`config.mk`:
```
export PLATFORM = sky130hd
export DESIGN_NAME = spi_slave_phy
export DESIGN_NICKNAME = d
export VERILOG_FILES = /design/src/sd_emu_defines.svh /design/src/sd_emu_pkg.sv /design/src/spi_slave_phy.sv
export SDC_FILE = /design/constraint.sdc
export NUM_CORES = 1
export LEC_CHECK = 0
export BUFFER_PORTS_ARGS = -buffer_cell sky130_fd_sc_hd__clkbuf_2
export CAP_MARGIN = 20
export CORE_UTILIZATION = 30
export DETAILED_ROUTE_END_ITERATION = 8
export HOLD_SLACK_MARGIN = 0.15
export PLACE_DENSITY = 0.5
export SLEW_MARGIN = 20
export SYNTH_ARGS = -nofsm -noshare
export SYNTH_HDL_FRONTEND = slang
export SYNTH_SLANG_ARGS = --single-unit
```
`constraint.sdc`:
```
create_clock -name buffer_dout_strobe -period 2.3 [get_ports buffer_dout_strobe]
set_clock_uncertainty 0.1 [all_clocks]
set_input_delay 0.46 -clock buffer_dout_strobe [delete_from_list [all_inputs] [get_ports buffer_dout_strobe]]
set_output_delay 0.46 -clock buffer_dout_strobe [all_outputs]
set_load 0.005 [all_outputs]
```
`src/sd_emu_defines.svh`:
```
// ------------------------------
// constants of the sd card emulation
// include where timing, sizes or command codes are needed
// ------------------------------
`ifndef SD_EMU_DEFINES_SVH
`define SD_EMU_DEFINES_SVH

// 0xff bytes between the last command byte and r1
`define SD_NCR          8'd4
`define SD_SECTOR_BYTES 10'd512
// cid and csd are the same length
`define SD_ID_BYTES     6'd16
// cid, then csd, then one config byte
`define SD_CONF_BYTES   6'd33
`define SD_TOKEN_DATA   8'hFE
`define SD_RESP_DATA_OK 8'h05

// command indexes
`define SD_CMD_GO_IDLE      6'd0
`define SD_CMD_SEND_OP_COND 6'd1
`define SD_CMD_SEND_IF_COND 6'd8
`define SD_CMD_SEND_CSD     6'd9
`define SD_CMD_SEND_CID     6'd10
`define SD_CMD_SET_BLOCKLEN 6'd16
`define SD_CMD_READ_BLOCK   6'd17
`define SD_CMD_WRITE_BLOCK  6'd24
`define SD_CMD_APP_OP_COND  6'd41
`define SD_CMD_APP_CMD      6'd55
`define SD_CMD_READ_OCR     6'd58

`endif

```
`src/sd_emu_pkg.sv`:
```
// ------------------------------
// types shared by the sd card emulation blocks
// import with a wildcard in the module header
// ------------------------------
`default_nettype none

package sd_emu_pkg;

	typedef logic [7:0]  sd_byte_t;
	// command argument, also a byte or block address
	typedef logic [31:0] sd_lba_t;
	typedef logic [8:0]  sector_ptr_t;
	// index into cid, csd and config byte
	typedef logic [5:0]  conf_ptr_t;

	// one decoded command frame
	typedef struct packed {
		logic [5:0] cmd_index;
		sd_lba_t    arg;
	} cmd_frame_t;

	// block command from decoder to engine
	// rd and wr together mark a cid/csd read, arg[0] then picks the csd
	typedef struct packed {
		logic    rd;
		logic    wr;
		sd_lba_t arg;
	} blk_req_t;

	typedef enum logic [2:0] {
		RD_IDLE,
		RD_WAIT_IO,
		RD_SEND_TOKEN,
		RD_SEND_DATA,
		RD_SEND_CRC
	} rd_state_e;

	typedef enum logic [2:0] {
		WR_IDLE,
		WR_EXP_TOKEN,
		WR_RECV_DATA,
		WR_RECV_CRC,
		WR_SEND_RESP,
		WR_BUSY
	} wr_state_e;

endpackage

`default_nettype wire

```
`src/spi_slave_phy.sv`:
```
// ------------------------------
// spi slave pin logic, oversampled on the system clock
// gives received bytes and sends the byte queued by its owner
// ------------------------------
`timescale 1ns/1ps
`default_nettype none

module spi_slave_phy import sd_emu_pkg::*; (
	input  logic     buffer_dout_strobe,
	input  logic     io_ack,
	input  logic     sd_cs,
	input  logic     sd_sck,
	input  logic     sd_sdi,
	input  sd_byte_t tx_byte,
	output logic     sd_sdo,
	output sd_byte_t rx_byte,
	output logic     rx_valid
);

	// two sync flops, the third sck stage finds edges
	logic [2:0] sck_sync;
	logic [1:0] cs_sync;
	logic [1:0] sdi_sync;
	logic       sck_rise;
	logic       sck_fall;
	logic       cs_n;
	logic       sdi_s;
	// set by the first 0 bit after cs falls
	logic       synced;
	logic [2:0] bit_cnt;
	logic       bit_in;
	logic       byte_done;
	logic [6:0] rx_sr;
	logic [6:0] tx_sr;
	// byte for the next byte slot
	sd_byte_t   tx_next;
	logic       load_d;

	assign sck_rise = sck_sync[1] & ~sck_sync[2];
	assign sck_fall = ~sck_sync[1] & sck_sync[2];
	assign cs_n = cs_sync[1];
	assign sdi_s = sdi_sync[1];
	assign bit_in = !cs_n && sck_rise && (synced || !sdi_s);
	assign byte_done = bit_in && (bit_cnt == 3'd7);

	always_ff @(posedge buffer_dout_strobe or posedge io_ack) begin
		if (io_ack) begin
			sck_sync <= '0;
			cs_sync <= '1;
			sdi_sync <= '1;
			synced <= 1'b0;
			bit_cnt <= '0;
			rx_valid <= 1'b0;
			load_d <= 1'b0;
			tx_next <= 8'hFF;
			tx_sr <= '1;
			sd_sdo <= 1'b1;
		end else begin
			sck_sync <= {sck_sync[1:0], sd_sck};
			cs_sync <= {cs_sync[0], sd_cs};
			sdi_sync <= {sdi_sync[0], sd_sdi};
			rx_valid <= byte_done;
			// owner answers rx_valid one clock later, take it on the next
			load_d <= rx_valid;
			if (load_d)
				tx_next <= tx_byte;
			if (cs_n) begin
				synced <= 1'b0;
				bit_cnt <= '0;
				sd_sdo <= 1'b1;
			end else begin
				if (bit_in) begin
					synced <= 1'b1;
					bit_cnt <= bit_cnt + 3'd1;
				end
				// sdo moves after falling sck, msb first
				if (sck_fall) begin
					if (bit_cnt == 3'd0) begin
						sd_sdo <= tx_next[7];
						tx_sr <= {tx_next[6:0]};
					end else begin
						sd_sdo <= tx_sr[6];
						tx_sr <= {tx_sr[5:0], 1'b1};
					end
				end
			end
		end
	end

	// receive shifter, sampled on rising sck
	always_ff @(posedge buffer_dout_strobe) begin
		if (bit_in)
			rx_sr <= {rx_sr[5:0], sdi_s};
		if (byte_done)
			rx_byte <= {rx_sr, sdi_s};
	end

endmodule

`default_nettype wire

```
Word level (Yosys, flattened, before mapping) --
Cells that the tools add are included.
Storage, ports and cells: flip-flop bits (word level) 44, input bits 13
Cells by class: multiplexer cells 8, equal/unequal tests 1, bitwise logic cells 5, reductions and logical operators 10, add/subtract/negate cells 1
Operator list (number):
- $mux W7 | 1
- $mux W3 | 2
- $mux W1 | 5
- $reduce_bool A2 Y1 | 2
- $add A3 B1 Y3 const B | 1
- $eq A3 B3 Y1 const B | 1
- $logic_and A1 B1 Y1 | 3
- $logic_not A3 Y1 | 1
- $not A1 Y1 | 3
- $and A1 B1 Y1 | 2
- $logic_not A1 Y1 | 2
- $reduce_and A2 Y1 | 1
- $logic_or A1 B1 Y1 | 1

Longest topological paths before layout --
depth after elaboration 6, mapped depth 6, gate-level depth less buffers 5

Least setup slack after synthesis --
No wires, ideal clock.
path kind register -> register, start register sck_sync[2], end register rx_byte[0], enable pin, required time 1.813 ns, clock period less this slack 2.045 ns, stages on the path, launching flop included 4, buffers on the path 0, setup slack 0.255 ns, arrival time 1.558 ns, cells stage by stage dfrtp_1 nand2b_2 or2_1 nor3b_1
On the way: word-level cells in the longest chain between the ends 5
RTL lines:
- start, declared | line spi_slave_phy.sv:21 | logic [2:0] sck_sync;
- start signal, assigned | line spi_slave_phy.sv:59 | sck_sync <= {sck_sync[1:0], sd_sck};
- $not A1 Y1 | line spi_slave_phy.sv:39 | assign sck_rise = sck_sync[1] & ~sck_sync[2];
- $and A1 B1 Y1 | line spi_slave_phy.sv:39
- $logic_and A1 B1 Y1 (2 in a row) | line spi_slave_phy.sv:43 | assign bit_in = !cs_n && sck_rise && (synced || !sdi_s);
- $logic_and A1 B1 Y1 | line spi_slave_phy.sv:44 | assign byte_done = bit_in && (bit_cnt == 3'd7);
- named net byte_done | line spi_slave_phy.sv:32 | logic byte_done;
- end signal, assigned | line spi_slave_phy.sv:95 | rx_byte <= {rx_sr, sdi_s};
- end, declared | line spi_slave_phy.sv:16 | output sd_byte_t rx_byte,
The timed path passes the listed nets, and every way through them passes these cells. A chain may end at the register's enable or synchronous reset.

Worst setup path in the final report --
start register sck_sync[2], end register rx_sr[5], enable pin
On the way: word-level cells in the longest chain between the ends 4
RTL lines:
- $not A1 Y1 | line spi_slave_phy.sv:39
- $and A1 B1 Y1 | line spi_slave_phy.sv:39
- $logic_and A1 B1 Y1 (2 in a row) | line spi_slave_phy.sv:43
- named net bit_in | line spi_slave_phy.sv:31 | logic bit_in;
- end signal, assigned | line spi_slave_phy.sv:93 | rx_sr <= {rx_sr[5:0], sdi_s};
- end, declared | line spi_slave_phy.sv:33 | logic [6:0] rx_sr;
The timed path passes the listed nets, and every way through them passes these cells.

==> results.sh <==
export IMPL_status="finished clean"
export IMPL_cts_htree_levels=2
export IMPL_multiInputGateArea_um2=405
export IMPL_slew_limit_headroom=0.573
export IMPL_die_x_um=76.3
export IMPL_areaGrowthSynthToFinish_pct=19.8
export IMPL_cap_violations=0
export IMPL_post_route_period_util=0.766
export IMPL_hold_class="in2reg"
export IMPL_drc=0
export IMPL_dp_hpwl_mm=1.67
export IMPL_cts_sinks=44
export IMPL_cts_tree="done"
export IMPL_grt_pass1_vias=875
export IMPL_viasPerCell=4.16
export IMPL_synth_top_family_by_area="multiplexers"
export IMPL_setup_tns_final_ns=0
export IMPL_ys_seq_area_frac=0.725
export IMPL_postSynthCellCount=106
export IMPL_worst_skew_pair_late_latency_ns=0.29
export IMPL_grt_pass1_wl_mm=4.07
export IMPL_synth_compound_area_frac=0.0536
export IMPL_drt_pass1_iterations=2
export IMPL_max_stage_delay_ns=0.44
export IMPL_endpoint_kind="flop"
export IMPL_synthMuxAreaShare=0.0898
export IMPL_whs_ns=0.171
export IMPL_synth_adder_area_share=0.0226
export IMPL_cp_num_cells=3
export IMPL_antenna_found_initial=0
export IMPL_p_leak_nw=0.840
export IMPL_clkTransAtPathRegs_ns=0.08
export IMPL_synthFlopType="dfstp_2"
export IMPL_fin_area_um2=1990
export IMPL_worstMarginPinSlew_ns=0.639
export IMPL_wl_per_cell_um=11.8
export IMPL_regArea_um2=1200
export IMPL_crit_path_start_kind="flop"
export IMPL_yosysMostFrequentCell="dfstp_2"
export IMPL_crit_buf_inv=0
export IMPL_yosys_cell_types_count=25
export IMPL_yosys_area_top_type="dfstp_2"
export IMPL_die_area_um2=5830
export IMPL_rows=26
export IMPL_min_period_ns=1.76
export IMPL_die_h_um=76.3
export IMPL_postSynth_asyncResetShare=0.659
export IMPL_io_buffers=22
export IMPL_ios=23
export IMPL_root_buffer="clkbuf_8"
export IMPL_critical_path_class="reg2reg"
export IMPL_grt_ovfl_total=0
export IMPL_crit_family="simple AND/OR/NAND/NOR gates"
export IMPL_rsz0062_at_grt="false"
export IMPL_syn_nets=122
export IMPL_cts_buffers_inserted=5
export IMPL_path_cells="nand2b_2, or2_1, nor2_1"
export IMPL_routabilityCongestion=0.674
export IMPL_power_density_nw_per_um2=770
export IMPL_drt_iter0_drc=28
export IMPL_cts_max_path_buffers=2
export IMPL_synth_edf_count=15
export IMPL_power_w=0.00153
export IMPL_core_region_area_um2=5200
export IMPL_synthTopCellsByCount="20 x dfstp_2, 15 x edfxtp_1, 9 x a21oi_1, 9 x dfrtp_1"
export IMPL_fmax_mhz=568
export IMPL_synth_simple_area_share=0.0785
export IMPL_critical_path_max_fanout=7
export IMPL_n_fill_cell=508
export IMPL_postSynthAreaPerCell_um2=15.6
export IMPL_yosys_warnings=0
export IMPL_final_nets=153
export IMPL_globalRouteTotalUtil=0.0938
export IMPL_fin_util=0.382
export IMPL_arrival_ns=1.60
export IMPL_synth_seq_cells=44
export IMPL_grt_max_degree=30
export IMPL_cp_slowest_cell="nor2_1"
export IMPL_setup_viol=0
export IMPL_hold_depth=1
export IMPL_rr_worst_depth=3
export IMPL_vias=866
export IMPL_drv_slew=0
export IMPL_cp_required_ns=2.14
export IMPL_drtAntennaViolNets=0
export IMPL_start_util=0.319
export IMPL_yosys_area_top_type_share=0.317
export IMPL_synthXorXnorAreaFrac=0
export IMPL_ys_top_cells_by_area="dfstp_2 32%, edfxtp_1 27%, dfrtp_1 14%"
export IMPL_peakVddDrop_mv=0.270
export IMPL_placed_area_um2=1850
export IMPL_drive_above_1_share=0.486
export IMPL_antenna_cells=0
export IMPL_syn_area_um2=1660
export IMPL_final_hold_violation_count=0
export IMPL_wl_mm=2.45
power breakdown:
group	internal [W]	switching, W	leakage [nW]
registers	0.000857	0.0000201	0.462
logic	0.0000396	0.0000414	0.324
clock network	0.000321	0.000251	0.0541
total	0.00122	0.000313	0.840
final timing paths:
| path | startpoint | endpoint | slack (ns) |
|---|---|---|---|
| setup reg to reg | sck_sync[2] | rx_sr[5] | 0.54 |
| max in group asynchronous | io_ack | tx_next[3] | 1.12 |
| hold reg to reg | sck_sync[0] | sck_sync[1] | 0.26 |
| setup / recovery | sck_sync[2] | rx_sr[5] | 0.54 |
| min in group asynchronous | io_ack | synced | 0.67 |
| hold / removal | sd_sck | sck_sync[0] | 0.17 |
layout make-up:
cell class,count,area share
flip-flops and latches,44,0.605
multi-input cells,53,0.204
repair buffers,28,0.0819
well taps,70,0.0441
clock buffers,5,0.0346
clock inverters,3,0.0214
inverters,5,0.00945
per-layer routing:
| layer | up-vias | wire (µm) | track usage | share of wire |
|---|---|---|---|---|
| li1 | 428 | - | - | - |
| met3 | 5 | 109 | 0.0347 | 0.045 |
| met4 | 0 | 60 | 0.0692 | 0.025 |
| met5 | - | 0 | 0 | 0 |
| met1 | 419 | 1130 | 0.111 | 0.46 |
| met2 | 14 | 1140 | 0.139 | 0.47 |
layout by cell type (no fill, tap or decap), drive strengths merged:
master | netlist | final
buf | 4 | 3
mux2 | 7 | 7
nand2 | 1 | 1
nor2b | 2 | 2
or3b | 2 | 2
and2b | 1 | 1
bufinv | 0 | 1
nor3b | 2 | 2
or2 | 1 | 1
mux2i | 7 | 7
nor3 | 1 | 1
clkbuf | 0 | 27
a21oi | 11 | 11
ha | 3 | 3
dfrtp | 9 | 9
or3 | 1 | 1
o21ai | 4 | 4
clkinvlp | 0 | 1
dfstp | 20 | 20
inv | 5 | 5
a31oi | 1 | 1
clkinv | 0 | 1
dlygate4sd3 | 0 | 3
nand2b | 1 | 1
nor2 | 8 | 8
edfxtp | 15 | 15
kinds of logic after synthesis:
logic type | after synthesis
muxes | 14
AOI/OAI and AO/OA | 16
buffers and inverters | 9
and+or+nand+nor | 20
adders and majority gates | 3
DFF | 44
sequential cells by signal, indices dropped and copies added, names as in the netlist, 2 cells and up:
| signal | cells |
|---|---|
| rx_byte | 8 |
| tx_next | 8 |
| rx_sr | 7 |
| tx_sr | 7 |
| bit_cnt | 3 |
| sck_sync | 3 |
| cs_sync | 2 |
| sdi_sync | 2 |
through the flow:
step | std cells | setup slack [ns]
final | 208 | 0.539
after global routing | 208 | 0.451
after CTS | 208 | 0.535
after detailed placement | 197 | 0.541
after global placement | 197 | 0.578
after floorplan | 106 | 0.255
repair_timing:
item	in CTS	in global routing
setup buffers	0	0
hold buffers	3	0
resized for setup	0	0
endpoints found under the hold margin	11	0
Note: power is estimated with default switching activity, not from simulation.
