===== src/sd_emu_defines.svh =====
// ------------------------------
// constants of the sd card emulation
// include where timing, sizes or command codes are needed
// ------------------------------
`ifndef SD_EMU_DEFINES_SVH
`define SD_EMU_DEFINES_SVH

// 0xff bytes between the last command byte and r1
`define SD_NCR          8'd4
`define SD_SECTOR_BYTES 10'd512
// cid and csd are the same length
`define SD_ID_BYTES     6'd16
// cid, then csd, then one config byte
`define SD_CONF_BYTES   6'd33
`define SD_TOKEN_DATA   8'hFE
`define SD_RESP_DATA_OK 8'h05

// command indexes
`define SD_CMD_GO_IDLE      6'd0
`define SD_CMD_SEND_OP_COND 6'd1
`define SD_CMD_SEND_IF_COND 6'd8
`define SD_CMD_SEND_CSD     6'd9
`define SD_CMD_SEND_CID     6'd10
`define SD_CMD_SET_BLOCKLEN 6'd16
`define SD_CMD_READ_BLOCK   6'd17
`define SD_CMD_WRITE_BLOCK  6'd24
`define SD_CMD_APP_OP_COND  6'd41
`define SD_CMD_APP_CMD      6'd55
`define SD_CMD_READ_OCR     6'd58

`endif


===== src/sd_emu_pkg.sv =====
// ------------------------------
// types shared by the sd card emulation blocks
// import with a wildcard in the module header
// ------------------------------
`default_nettype none

package sd_emu_pkg;

	typedef logic [7:0]  sd_byte_t;
	// command argument, also a byte or block address
	typedef logic [31:0] sd_lba_t;
	typedef logic [8:0]  sector_ptr_t;
	// index into cid, csd and config byte
	typedef logic [5:0]  conf_ptr_t;

	// one decoded command frame
	typedef struct packed {
		logic [5:0] cmd_index;
		sd_lba_t    arg;
	} cmd_frame_t;

	// block command from decoder to engine
	// rd and wr together mark a cid/csd read, arg[0] then picks the csd
	typedef struct packed {
		logic    rd;
		logic    wr;
		sd_lba_t arg;
	} blk_req_t;

	typedef enum logic [2:0] {
		RD_IDLE,
		RD_WAIT_IO,
		RD_SEND_TOKEN,
		RD_SEND_DATA,
		RD_SEND_CRC
	} rd_state_e;

	typedef enum logic [2:0] {
		WR_IDLE,
		WR_EXP_TOKEN,
		WR_RECV_DATA,
		WR_RECV_CRC,
		WR_SEND_RESP,
		WR_BUSY
	} wr_state_e;

endpackage

`default_nettype wire


===== src/sd_cmd_decoder.sv =====
// ------------------------------
// sd command frame decoder and r1 reply sequencer
// passes block commands on and muxes the engine's bytes out
// ------------------------------
`timescale 1ns/1ps
`default_nettype none
`include "sd_emu_defines.svh"

module sd_cmd_decoder import sd_emu_pkg::*; (
	input  logic     buffer_dout_strobe,
	input  logic     io_ack,
	input  sd_byte_t rx_byte,
	input  logic     rx_valid,
	input  logic     io_sdhc,
	input  logic     eng_busy,
	input  sd_byte_t eng_tx_byte,
	output sd_byte_t tx_byte,
	output blk_req_t blk_req,
	output logic     blk_valid
);

	cmd_frame_t frame;
	// 0 waits for a command byte, 1..5 count argument and crc bytes
	logic [2:0] frame_cnt;
	logic       frame_valid;
	logic       cmd55;
	sd_byte_t   r1;
	sd_byte_t   r1_c;
	// extra reply bytes, all 0xff when there are none
	sd_lba_t    extra;
	sd_lba_t    extra_c;
	blk_req_t   req_c;
	// reply byte slot after the frame, 0 when no reply is running
	sd_byte_t   slot;
	sd_byte_t   tx_reg;

	assign frame_valid = rx_valid && (frame_cnt == 3'd5);
	// after r1 of a block command the engine owns the line
	assign tx_byte = eng_busy ? eng_tx_byte : tx_reg;

	// r1 table, evaluated while the crc byte completes
	always_comb begin
		r1_c = 8'h04;
		extra_c = '1;
		req_c = '0;
		case (frame.cmd_index)
			`SD_CMD_GO_IDLE: r1_c = 8'h01;
			`SD_CMD_SEND_OP_COND: r1_c = 8'h00;
			`SD_CMD_SEND_IF_COND: begin
				r1_c = 8'h01;
				// voltage accepted, check pattern echoed
				extra_c = 32'h0000_01AA;
			end
			`SD_CMD_SEND_CSD, `SD_CMD_SEND_CID: begin
				r1_c = 8'h00;
				req_c.rd = 1'b1;
				req_c.wr = 1'b1;
				req_c.arg = {31'd0, frame.cmd_index == `SD_CMD_SEND_CSD};
			end
			// only 512 byte blocks
			`SD_CMD_SET_BLOCKLEN:
				r1_c = (frame.arg == {22'd0, `SD_SECTOR_BYTES}) ? 8'h00 : 8'h40;
			`SD_CMD_READ_BLOCK: begin
				r1_c = 8'h00;
				req_c.rd = 1'b1;
				req_c.arg = frame.arg;
			end
			`SD_CMD_WRITE_BLOCK: begin
				r1_c = 8'h00;
				req_c.wr = 1'b1;
				req_c.arg = frame.arg;
			end
			`SD_CMD_APP_OP_COND: r1_c = cmd55 ? 8'h00 : 8'h04;
			`SD_CMD_APP_CMD: r1_c = 8'h01;
			`SD_CMD_READ_OCR: begin
				r1_c = 8'h00;
				// bit 30 flags a high capacity card
				extra_c = {1'b0, io_sdhc, 30'd0};
			end
			default: ;
		endcase
	end

	always_ff @(posedge buffer_dout_strobe or posedge io_ack) begin
		if (io_ack) begin
			frame_cnt <= '0;
			cmd55 <= 1'b0;
			slot <= '0;
			tx_reg <= 8'hFF;
			blk_valid <= 1'b0;
		end else begin
			blk_valid <= 1'b0;
			if (rx_valid) begin
				// command bytes start with 01, none taken during a transfer
				if (frame_cnt == 3'd0) begin
					if (rx_byte[7:6] == 2'b01 && !eng_busy)
						frame_cnt <= 3'd1;
				end else begin
					frame_cnt <= (frame_cnt == 3'd5) ? 3'd0 : frame_cnt + 3'd1;
				end
				if (frame_valid) begin
					cmd55 <= (frame.cmd_index == `SD_CMD_APP_CMD);
					slot <= 8'd1;
					tx_reg <= 8'hFF;
				end else if (slot != 8'd0) begin
					slot <= (slot == `SD_NCR + 8'd5) ? 8'd0 : slot + 8'd1;
					// r1 goes out in the slot after the gap
					if (slot == `SD_NCR) begin
						tx_reg <= r1;
						blk_valid <= blk_req.rd | blk_req.wr;
					end else if (slot > `SD_NCR) begin
						tx_reg <= extra[31:24];
					end
				end
			end
		end
	end

	// frame and reply payload
	always_ff @(posedge buffer_dout_strobe) begin
		if (rx_valid) begin
			if (frame_cnt == 3'd0)
				frame.cmd_index <= rx_byte[5:0];
			else if (frame_cnt != 3'd5)
				frame.arg <= {frame.arg[23:0], rx_byte};
			if (frame_valid) begin
				r1 <= r1_c;
				extra <= extra_c;
				blk_req <= req_c;
			end else if (slot > `SD_NCR) begin
				extra <= {extra[23:0], 8'hFF};
			end
		end
	end

endmodule

`default_nettype wire


===== config.mk =====
export PLATFORM = sky130hd
export DESIGN_NAME = sd_cmd_decoder
export DESIGN_NICKNAME = d
export VERILOG_FILES = /design/src/sd_emu_pkg.sv /design/src/sd_cmd_decoder.sv
export VERILOG_INCLUDE_DIRS = /design/src
export SDC_FILE = /design/constraint.sdc
export NUM_CORES = 1
export LEC_CHECK = 0
export BUFFER_PORTS_ARGS = -buffer_cell sky130_fd_sc_hd__buf_2
export CAP_MARGIN = 20
export CORE_MARGIN = 4
export CORE_UTILIZATION = 55
export CTS_BUF_LIST = sky130_fd_sc_hd__clkbuf_4
export CTS_CLUSTER_SIZE = 20
export DETAILED_ROUTE_END_ITERATION = 6
export PLACE_DENSITY = 0.81
export SLEW_MARGIN = 20
export SYNTH_ARGS = -nofsm -noshare
export SYNTH_HDL_FRONTEND = slang
export SYNTH_SLANG_ARGS = --single-unit

===== constraint.sdc =====
create_clock -name buffer_dout_strobe -period 4.4 [get_ports buffer_dout_strobe]
set_input_delay 0.66 -clock buffer_dout_strobe [delete_from_list [all_inputs] [get_ports buffer_dout_strobe]]
set_output_delay 0.66 -clock buffer_dout_strobe [all_outputs]
set_load 0.005 [all_outputs]

# After elaboration in Yosys (flattened, before gate mapping)

Index checks and enable logic that the tools add are counted.
W data, S select, Z words.

Output and inout bits: 43
Input bits: 21
Register bits: 133

Reduce and logical (&&, ||, !) cells: 22
Add/subtract/negate cells: 2
Order comparisons: 1
Equality and inequality tests: 17
Bitwise gates (word level): 2
Muxes and demuxes: 24

Operator list:

| cell                   | count |
|---|---|
| $pmux W32 S2           | 2 |
| $mux W32               | 2 |
| $mux W8                | 8 |
| $eq A32 B10 Y1 const B | 1 |
| $pmux W7 S4            | 1 |
| $eq A6 B4 Y1 const B   | 3 |
| $eq A6 B5 Y1 const B   | 3 |
| $eq A6 B6 Y1 const B   | 3 |
| $mux W3                | 4 |
| $reduce_and A2 Y1      | 5 |
| $reduce_or A3 Y1       | 3 |
| $add A8 B1 Y8 const B  | 1 |
| $eq A8 B3 Y1 const B   | 1 |
| $eq A8 B4 Y1 const B   | 1 |
| $gt A8 B3 Y1 const B   | 1 |
| $reduce_bool A8 Y1     | 1 |
| $mux W7                | 1 |
| $eq A6 B1 Y1 const B   | 1 |
| $logic_not A6 Y1       | 1 |
| $mux W1                | 6 |
| $reduce_and A3 Y1      | 2 |
| $reduce_or A6 Y1       | 1 |
| $reduce_bool A2 Y1     | 2 |
| $reduce_or A2 Y1       | 2 |
| other kinds (11)       | 12 |

# Logic depth before layout (Yosys ltp)

Gate-level depths: netlist (run 1).

Depth after elaboration: 5
Depth in mapped cells: 7
Depth with buffers taken out: 6

# Worst setup path after synthesis (run 1)

No wires, ideal clock.

Kind: input -> register
From: input rx_valid
To: register extra[6] (data pin)
Path slack: 1.745 ns
Arrival: 2.366 ns
Stages on the path: 4
Buffers on the path: 0
Setup time: 0.288 ns
Path through: nand4b_1 clkinv_1 o21ai_1 nand2_1

Longest elaborated chain between the ends: 2

RTL lines:

| item                   | RTL line              | source |
|---|---|---|
| start: declaration     | sd_cmd_decoder.sv:13  | `input logic rx_valid,` |
| $logic_and A1 B1 Y1    | sd_cmd_decoder.sv:37  | `assign frame_valid = rx_valid && (frame_cnt == 3'd5);` |
| via frame_valid        | sd_cmd_decoder.sv:25  | `logic frame_valid;` |
| $mux W32               | sd_cmd_decoder.sv:126 | `if (frame_valid) begin` |
| end signal: assignment | sd_cmd_decoder.sv:128 | `extra <= extra_c;` |
| end signal: assignment | sd_cmd_decoder.sv:131 | `extra <= {extra[23:0], 8'hFF};` |
| end: declaration       | sd_cmd_decoder.sv:30  | `sd_lba_t extra;` |

The timed path passes the listed nets, and every way through them passes these cells.
A chain may end at the register's enable or synchronous reset.

# Worst setup path after layout (run 1)

From: register frame[33] (netlist bit)
To: register blk_req[12] (netlist bit) (data pin)

Longest elaborated chain between the ends: 3

RTL lines:

| item                                                | RTL line              | source |
|---|---|---|
| start: declaration                                  | sd_cmd_decoder.sv:22  | `cmd_frame_t frame;` |
| $eq A6 B5 Y1 / $eq A6 B4 Y1 (equally long branches) | sd_cmd_decoder.sv:46  | `case (frame.cmd_index)` |
| $reduce_or A2 Y1 (no source line)                   | --                    |  |
| $pmux W32 S2 (*)                                    | sd_cmd_decoder.sv:46  |  |
| end signal: assignment                              | sd_cmd_decoder.sv:129 | `blk_req <= req_c;` |
| end: declaration                                    | sd_cmd_decoder.sv:18  | `output blk_req_t blk_req,` |

Mark *: on every way between the ends. The rest lies on a longest branch, timed or not.

==> results of run 1 <==
[metal layers]
layer | vias to the layer above | part of all wire (%) | track usage [%]
met5 | - | 0 | 0
met1 | 1258 | 41 | 22.3
li1 | 1296 | - | -
met3 | 8 | 7.0 | 4.47
met4 | 0 | 1.2 | 5.51
met2 | 87 | 50 | 27.9
[placed cells by master (no fill, tap or decap), types with 9 or more instances in the layout]
cell type	n
a21oi_1	10
and2_1	33
buf_2	63
clkbuf_4	9
dfrtp_1	13
edfxtp_1	87
inv_1	10
nand2_1	35
nor2_1	10
o21ai_0	9
[report_power, final]
group          total (W)  internal, W  switching (W)
Combinational   0.000454     0.000183       0.000271
Sequential       0.00151      0.00134       0.000171
Clock           0.000538     0.000196       0.000342
Total            0.00251      0.00172       0.000784
[final timing paths]
check,startpoint,end,depth (start not counted)
worst min register to register,frame[13]$_DFFE_PP_,frame[21]$_DFFE_PP_,0
worst max-delay path,frame[33]$_DFFE_PP_,blk_req[12]$_SDFFCE_PN0P_,4
worst max register to register,frame[33]$_DFFE_PP_,blk_req[12]$_SDFFCE_PN0P_,4
worst min-delay path,io_ack,slot[0]$_DFFE_PP0P_,2
max in group asynchronous,io_ack,slot[5]$_DFFE_PP0P_,2
min in group buffer_dout_strobe,rx_byte[0],frame[0]$_DFFE_PP_,1
[per-stage QoR]
| stage | utilization (%) | cell area, um2 | hold slack [ns] | instances | total power [W] |
|---|---|---|---|---|---|
| detailed placement | 61.5 | 4730 | 0.459 | 472 | 0.00199 |
| CTS | 63.8 | 4900 | 0.297 | 488 | 0.00252 |
| global route | 63.9 | 4910 | 0.331 | 488 | 0.00266 |
| floorplan | - | 4320 | 0.432 | 319 | 0.00182 |
| finish | 63.9 | 4910 | 0.285 | 488 | 0.00251 |
| global placement | 61.5 | 4730 | 0.454 | 472 | 0.00195 |
[cells by family after synthesis]
logic type | synth area share (%)
compound gates | 6.51
xor+xnor | 0.811
flops | 71.0
buf+inv | 2.43
mux | 2.03
simple gates | 16.3
fa+ha+maj | 0.869
[area by class of cell]
| class | instances | area, um2 | area share (%) |
|---|---|---|---|
| clock buffers | 9 | 67.6 | 1.38 |
| clock inverters | 7 | 105 | 2.14 |
| inverters | 11 | 41.3 | 0.841 |
| multi-input cells | 187 | 1150 | 23.5 |
| flip-flops and latches | 105 | 3070 | 62.5 |
| well taps | 102 | 128 | 2.60 |
| repair buffers | 67 | 345 | 7.03 |
==> flow_metrics.py, run 1 <==
metrics = {
    "detailed_routing": {
        "ant_nets": 0,
        "via_per_inst": 5.43,
        "dr_total_vias": 2649,
        "drc": 0,
        "wl_per_cell_um": 15.5,
        "drtIter0Drc": 137,
        "wirelength_um": 7570,
        "dr.pass1.iters": 5,
    },
    "layout": {
        "areaGrowthSynthToFinish_pct": 13.6,
        "regMostFlops": "frame",
        "n_antenna_cell": 0,
        "drive_above_1_share_pct": 26.2,
        "nNetsFinal": 405,
        "largest_reg_flops": 38,
        "top_regs": "frame: 38 flops, blk_req: 34 flops, extra: 12 flops",
        "fillers": 599,
    },
    "placement": {
        "port_buffers": 63,
        "place_ws_ns": 1.64,
        "place_congestion": 0.829,
        "dpl.hpwl_um": 5420,
    },
    "outcome": {
        "status": "complete, no violations",
    },
    "yosys": {
        "synthesis.nets": 343,
        "synth_top_area_share_pct": 60.5,
        "ys_ff_latch": 105,
        "postSynthCellCount": 319,
        "synth_top_area_cell": "edfxtp_1",
        "synthDistinctLibCells": 48,
        "ys_top_cells_by_count": "edfxtp_1 (87), nand2_1 (35), and2_1 (33), clkbuf_1 (13), dfrtp_1 (13)",
        "synth.avg_cell_area_um2": 13.5,
        "synth_warnings": 0,
        "ys_async_sr_fraction_pct": 17.1,
        "ys.flop_type": "edfxtp_1",
        "synth_edf_count": 87,
        "yosysMostFrequentCell": "edfxtp_1",
        "yosys-top-cells-area": "edfxtp_1 (60%), dfrtp_1 (7.5%), and2_1 (4.8%), dfstp_2 (3.0%), nand2_1 (3.0%)",
        "synth.yosys.seq_area_share_pct": 71.0,
        "netlist_area_um2": 4320,
    },
    "critical_path": {
        "reg2reg_slack_ns": 1.96,
        "max_stage_delay_ns": 0.73,
        "path_cells": "or4b_2 -> nor2_1 -> buf_4 -> and2_1",
        "critical_path_required_ns": 4.74,
        "cp-end-kind": "register",
        "cp_slowest_cell": "or4b_2",
        "cp_num_buf_inv": 1,
        "cp.arrival_ns": 2.78,
        "cp_top_family": "simple AND/OR/NAND/NOR gates",
        "crit_path_max_fanout": 21,
        "critPathLaunchType": "register",
        "setup.worst_path.class": "reg2reg",
    },
    "die": {
        "die_h_um": 96.6,
        "start_util_pct": 56.2,
        "rows": 32,
        "io_pins": 64,
        "dieArea_um2": 9340,
        "fp.dieW_um": 96.6,
        "core_um2": 7690,
    },
    "global_routing": {
        "grt_pass1_wl_um": 12800,
        "grt_pass1_vias": 2604,
        "grtUsageTotal_pct": 17.0,
        "overflow": 0,
        "grt_start_max_net_pins": 42,
        "grt_antenna_before_repair": 0,
    },
    "sta": {
        "max_slew_margin_pct": 33.6,
        "rsz0062_at_grt": "no",
        "setup_viol": 0,
        "tns_ns": 0,
        "hold_viol": 0,
        "post-route-period-util_pct": 55.4,
        "maxSlewViolCount": 0,
        "fin_skew_ns": 0.0220,
        "period_needed_ns": 2.44,
        "worst_pin_slew_ns": 0.994,
        "timing.fmax_mhz": 410,
        "fin_ws_ns": 1.96,
    },
    "power_and_ir_drop": {
        "ir_drop_mv": 0.419,
        "p_per_area_nw_per_um2": 511,
        "leakagePower_nw": 1.92,
    },
    "cts": {
        "clk_latency_ns": 0.46,
        "cts_buffer_depth": 2,
        "clock-sinks": 105,
        "cts_buffers": 9,
        "h-tree-depth": 3,
        "post_cts_resized": 0,
        "cts_root_buffer": "clkbuf_4",
        "hold_buffers": 0,
        "postCtsSetupBuffers": 0,
        "cts_tree": "yes",
        "clk_pin_slew_ns": 0.18,
    },
    "flow_run": {
        "drv_cap": 0,
    },
    "min_path": {
        "hp-class": "in2async",
    },
}
Power figures use the tool's default switching activity.
==> run 2: changes to the inputs <==
Settings changed: ABC_AREA from default to 1, CORE_UTILIZATION 55 to 53, PLACE_DENSITY 0.81 to 0.82.
Clock period 4.4 ns to 2 ns, I/O delays scaled along.
==> flow_metrics.py, run 2 <==
metrics = {
    "global_routing": {
        "overflow": 0,
        "grt_antenna_before_repair": 0,
        "grt_pass1_wl_um": 13100,
        "grt_start_max_net_pins": 46,
        "grtUsageTotal_pct": 17.0,
        "grt_pass1_vias": 2853,
    },
    "sta": {
        "fin_skew_ns": 0.0174,
        "whs_ns": 0.0248,
        "period_needed_ns": 1.88,
        "max_slew_margin_pct": 54.8,
        "worst_pin_slew_ns": 0.677,
        "post-route-period-util_pct": 94.0,
        "tns_ns": 0,
        "setup_viol": 0,
        "fin_ws_ns": 0.119,
        "maxSlewViolCount": 0,
        "rsz0062_at_grt": "no",
        "hold_viol": 0,
        "timing.fmax_mhz": 532,
    },
    "critical_path": {
        "cp.arrival_ns": 2.11,
        "reg2reg_slack_ns": 0.12,
        "setup.worst_path.class": "reg2reg",
        "max_stage_delay_ns": 0.46,
        "cp_top_family": "buffers and inverters",
        "cp-end-kind": "register",
        "worstReg2RegStart": "slot[0]$_DFFE_PP0P_",
        "critPathLaunchType": "register",
        "critical_path_required_ns": 2.23,
        "cp_slowest_cell": "dfrtp_1",
        "cp_num_buf_inv": 4,
        "r2r_end": "extra[16]$_DFFE_PP_",
        "crit_path_max_fanout": 12,
        "path_cells": "inv_1 -> ha_1 -> nand3_1 -> nor2_4 -> inv_2 -> o211ai_2 -> clkinvlp_4 -> buf_12",
        "ff2ff_path_depth": 8,
    },
    "yosys": {
        "synthDistinctLibCells": 28,
        "synth.yosys.seq_area_share_pct": 68.7,
        "ys_top_cells_by_count": "nand2_1 (97), edfxtp_1 (87), nor2_1 (65), inv_1 (58), nand3_1 (30)",
        "synthesis.nets": 439,
        "postSynthCellCount": 415,
        "synth.avg_cell_area_um2": 10.8,
        "yosys-top-cells-area": "edfxtp_1 (59%), nand2_1 (8.2%), dfrtp_1 (7.3%), nor2_1 (5.5%), inv_1 (4.9%)",
        "ys_async_sr_fraction_pct": 17.1,
        "synth_edf_count": 87,
        "synth_warnings": 0,
        "ys_ff_latch": 105,
        "yosysMostFrequentCell": "nand2_1",
        "netlist_area_um2": 4470,
        "synth_top_area_cell": "edfxtp_1",
        "ys.flop_type": "edfxtp_1",
        "synth_top_area_share_pct": 58.5,
    },
    "detailed_routing": {
        "dr_total_vias": 3047,
        "wirelength_um": 8130,
        "dr.pass1.iters": 5,
        "via_per_inst": 5.10,
        "ant_nets": 0,
        "drc": 0,
        "wl_per_cell_um": 13.6,
        "drtIter0Drc": 221,
    },
    "layout": {
        "nNetsFinal": 511,
        "n_antenna_cell": 0,
        "largest_reg_flops": 38,
        "top_regs": "frame: 38 flops, blk_req: 34 flops, extra: 12 flops",
        "regMostFlops": "frame",
        "instances_no_fill": 597,
        "final_cell_mix": "nand2_1 (97), edfxtp_1 (87), nor2_1 (64), buf_2 (63), inv_1 (57)",
        "final_area_um2": 5100,
        "final_common_cell": "nand2_1",
        "areaGrowthSynthToFinish_pct": 14.3,
        "drive_above_1_share_pct": 22.2,
    },
    "die": {
        "io_pins": 64,
        "fp.dieW_um": 99.8,
        "start_util_pct": 54.3,
        "dieArea_um2": 9960,
        "rows": 33,
        "die_h_um": 99.8,
        "core_um2": 8220,
    },
    "min_path": {
        "min_path_cells": 1,
        "hp-class": "in2reg",
        "min_delay_worst_endpoint": "frame[0]$_DFFE_PP_",
        "hp-start": "rx_byte[0]",
    },
    "cts": {
        "cts_root_buffer": "clkbuf_4",
        "cts_tree": "yes",
        "clk_latency_ns": 0.46,
        "cts_buffers": 9,
        "cts_buffer_depth": 2,
        "h-tree-depth": 3,
        "clock-sinks": 105,
        "clk_pin_slew_ns": 0.16,
    },
    "power_and_ir_drop": {
        "leakagePower_nw": 2.24,
        "ir_drop_mv": 0.591,
        "p_per_area_nw_per_um2": 1210,
    },
    "placement": {
        "postPlaceCellArea_um2": 4900,
        "dp_cells": 579,
        "place_congestion": 0.919,
        "place_ws_ns": 0.154,
        "dpl.hpwl_um": 5800,
        "port_buffers": 63,
    },
    "outcome": {
        "status": "complete, no violations",
    },
    "flow_run": {
        "drv_cap": 0,
    },
}
==> run 2: cell types whose count changed in the layout (fill, tap and decap cells not counted), moves of 6 or more <==
cell,previous run,this run
a21oi_1,10,1
and2_1,33,0
inv_1,10,57
mux2_2,6,0
nand2_1,35,97
nand3_1,8,30
nor2_1,10,64
nor4_1,8,0
==> run 2: kinds of logic after synthesis <==
logic type / share of synthesized area, %
AND/OR/NAND/NOR: 20.2
flip-flops: 68.7
buffers and inverters: 6.92
AO/OA/AOI/OAI: 3.08
adder cells (fa/ha/maj): 0.841
XOR/XNOR: 0.196
==> run 2: power by group <==
part | switching [W] | total, W | internal [W]
combinational | 0.00104 | 0.00161 | 0.000571
sequential | 0.000288 | 0.00338 | 0.00310
clock | 0.000744 | 0.00116 | 0.000418
==> run 2: worst max path at each step <==
stage	from	endpoint	slack, ns	cells past startpoint
after floorplan	frame_cnt[0]$_DFFE_PP0P_	frame[0]$_DFFE_PP_	0.04	4
after detailed placement	slot[0]$_DFFE_PP0P_	extra[7]$_SDFFCE_PN1P_	0.15	7
final	slot[0]$_DFFE_PP0P_	extra[16]$_DFFE_PP_	0.12	8
after global placement	slot[0]$_DFFE_PP0P_	extra[7]$_SDFFCE_PN1P_	0.26	7
after CTS	slot[0]$_DFFE_PP0P_	extra[6]$_SDFFCE_PN1P_	0.13	7
after global routing	slot[1]$_DFFE_PP0P_	extra[24]$_DFFE_PP_	0.002	8
==> run 2: through the flow <==
stage	utilization [%]	power (W)
finish	62.1	0.00615
global route	62.1	0.00652
CTS	61.7	0.00610
detailed placement	59.7	0.00495
global placement	59.7	0.00484
floorplan	-	0.00441
==> run 2: area by class of cell <==
class	count	area, um2
Sequential cell	105	3070
Timing Repair Buffer	70	408
Multi-Input combinational cell	239	1100
Fill cell	613	3110
Inverter	62	236
Clock inverter	7	93.8
Tap cell	105	131
Clock buffer	9	67.6
==> run 2: timing repair <==
item                       CTS  global route
buffers inserted             0             1
setup endpoints to repair    0            12
resized for setup            0             3
hold buffers                 1             0
hold endpoints to repair    13             0
==> run 2: per-layer routing <==
metal	global-route usage (%)	part of all wire [%]	vias up
li1	-	-	1497
met1	22.9	44	1404
met2	26.8	47	123
met3	3.27	6.8	23
met4	7.98	2.9	0
met5	0	0	-
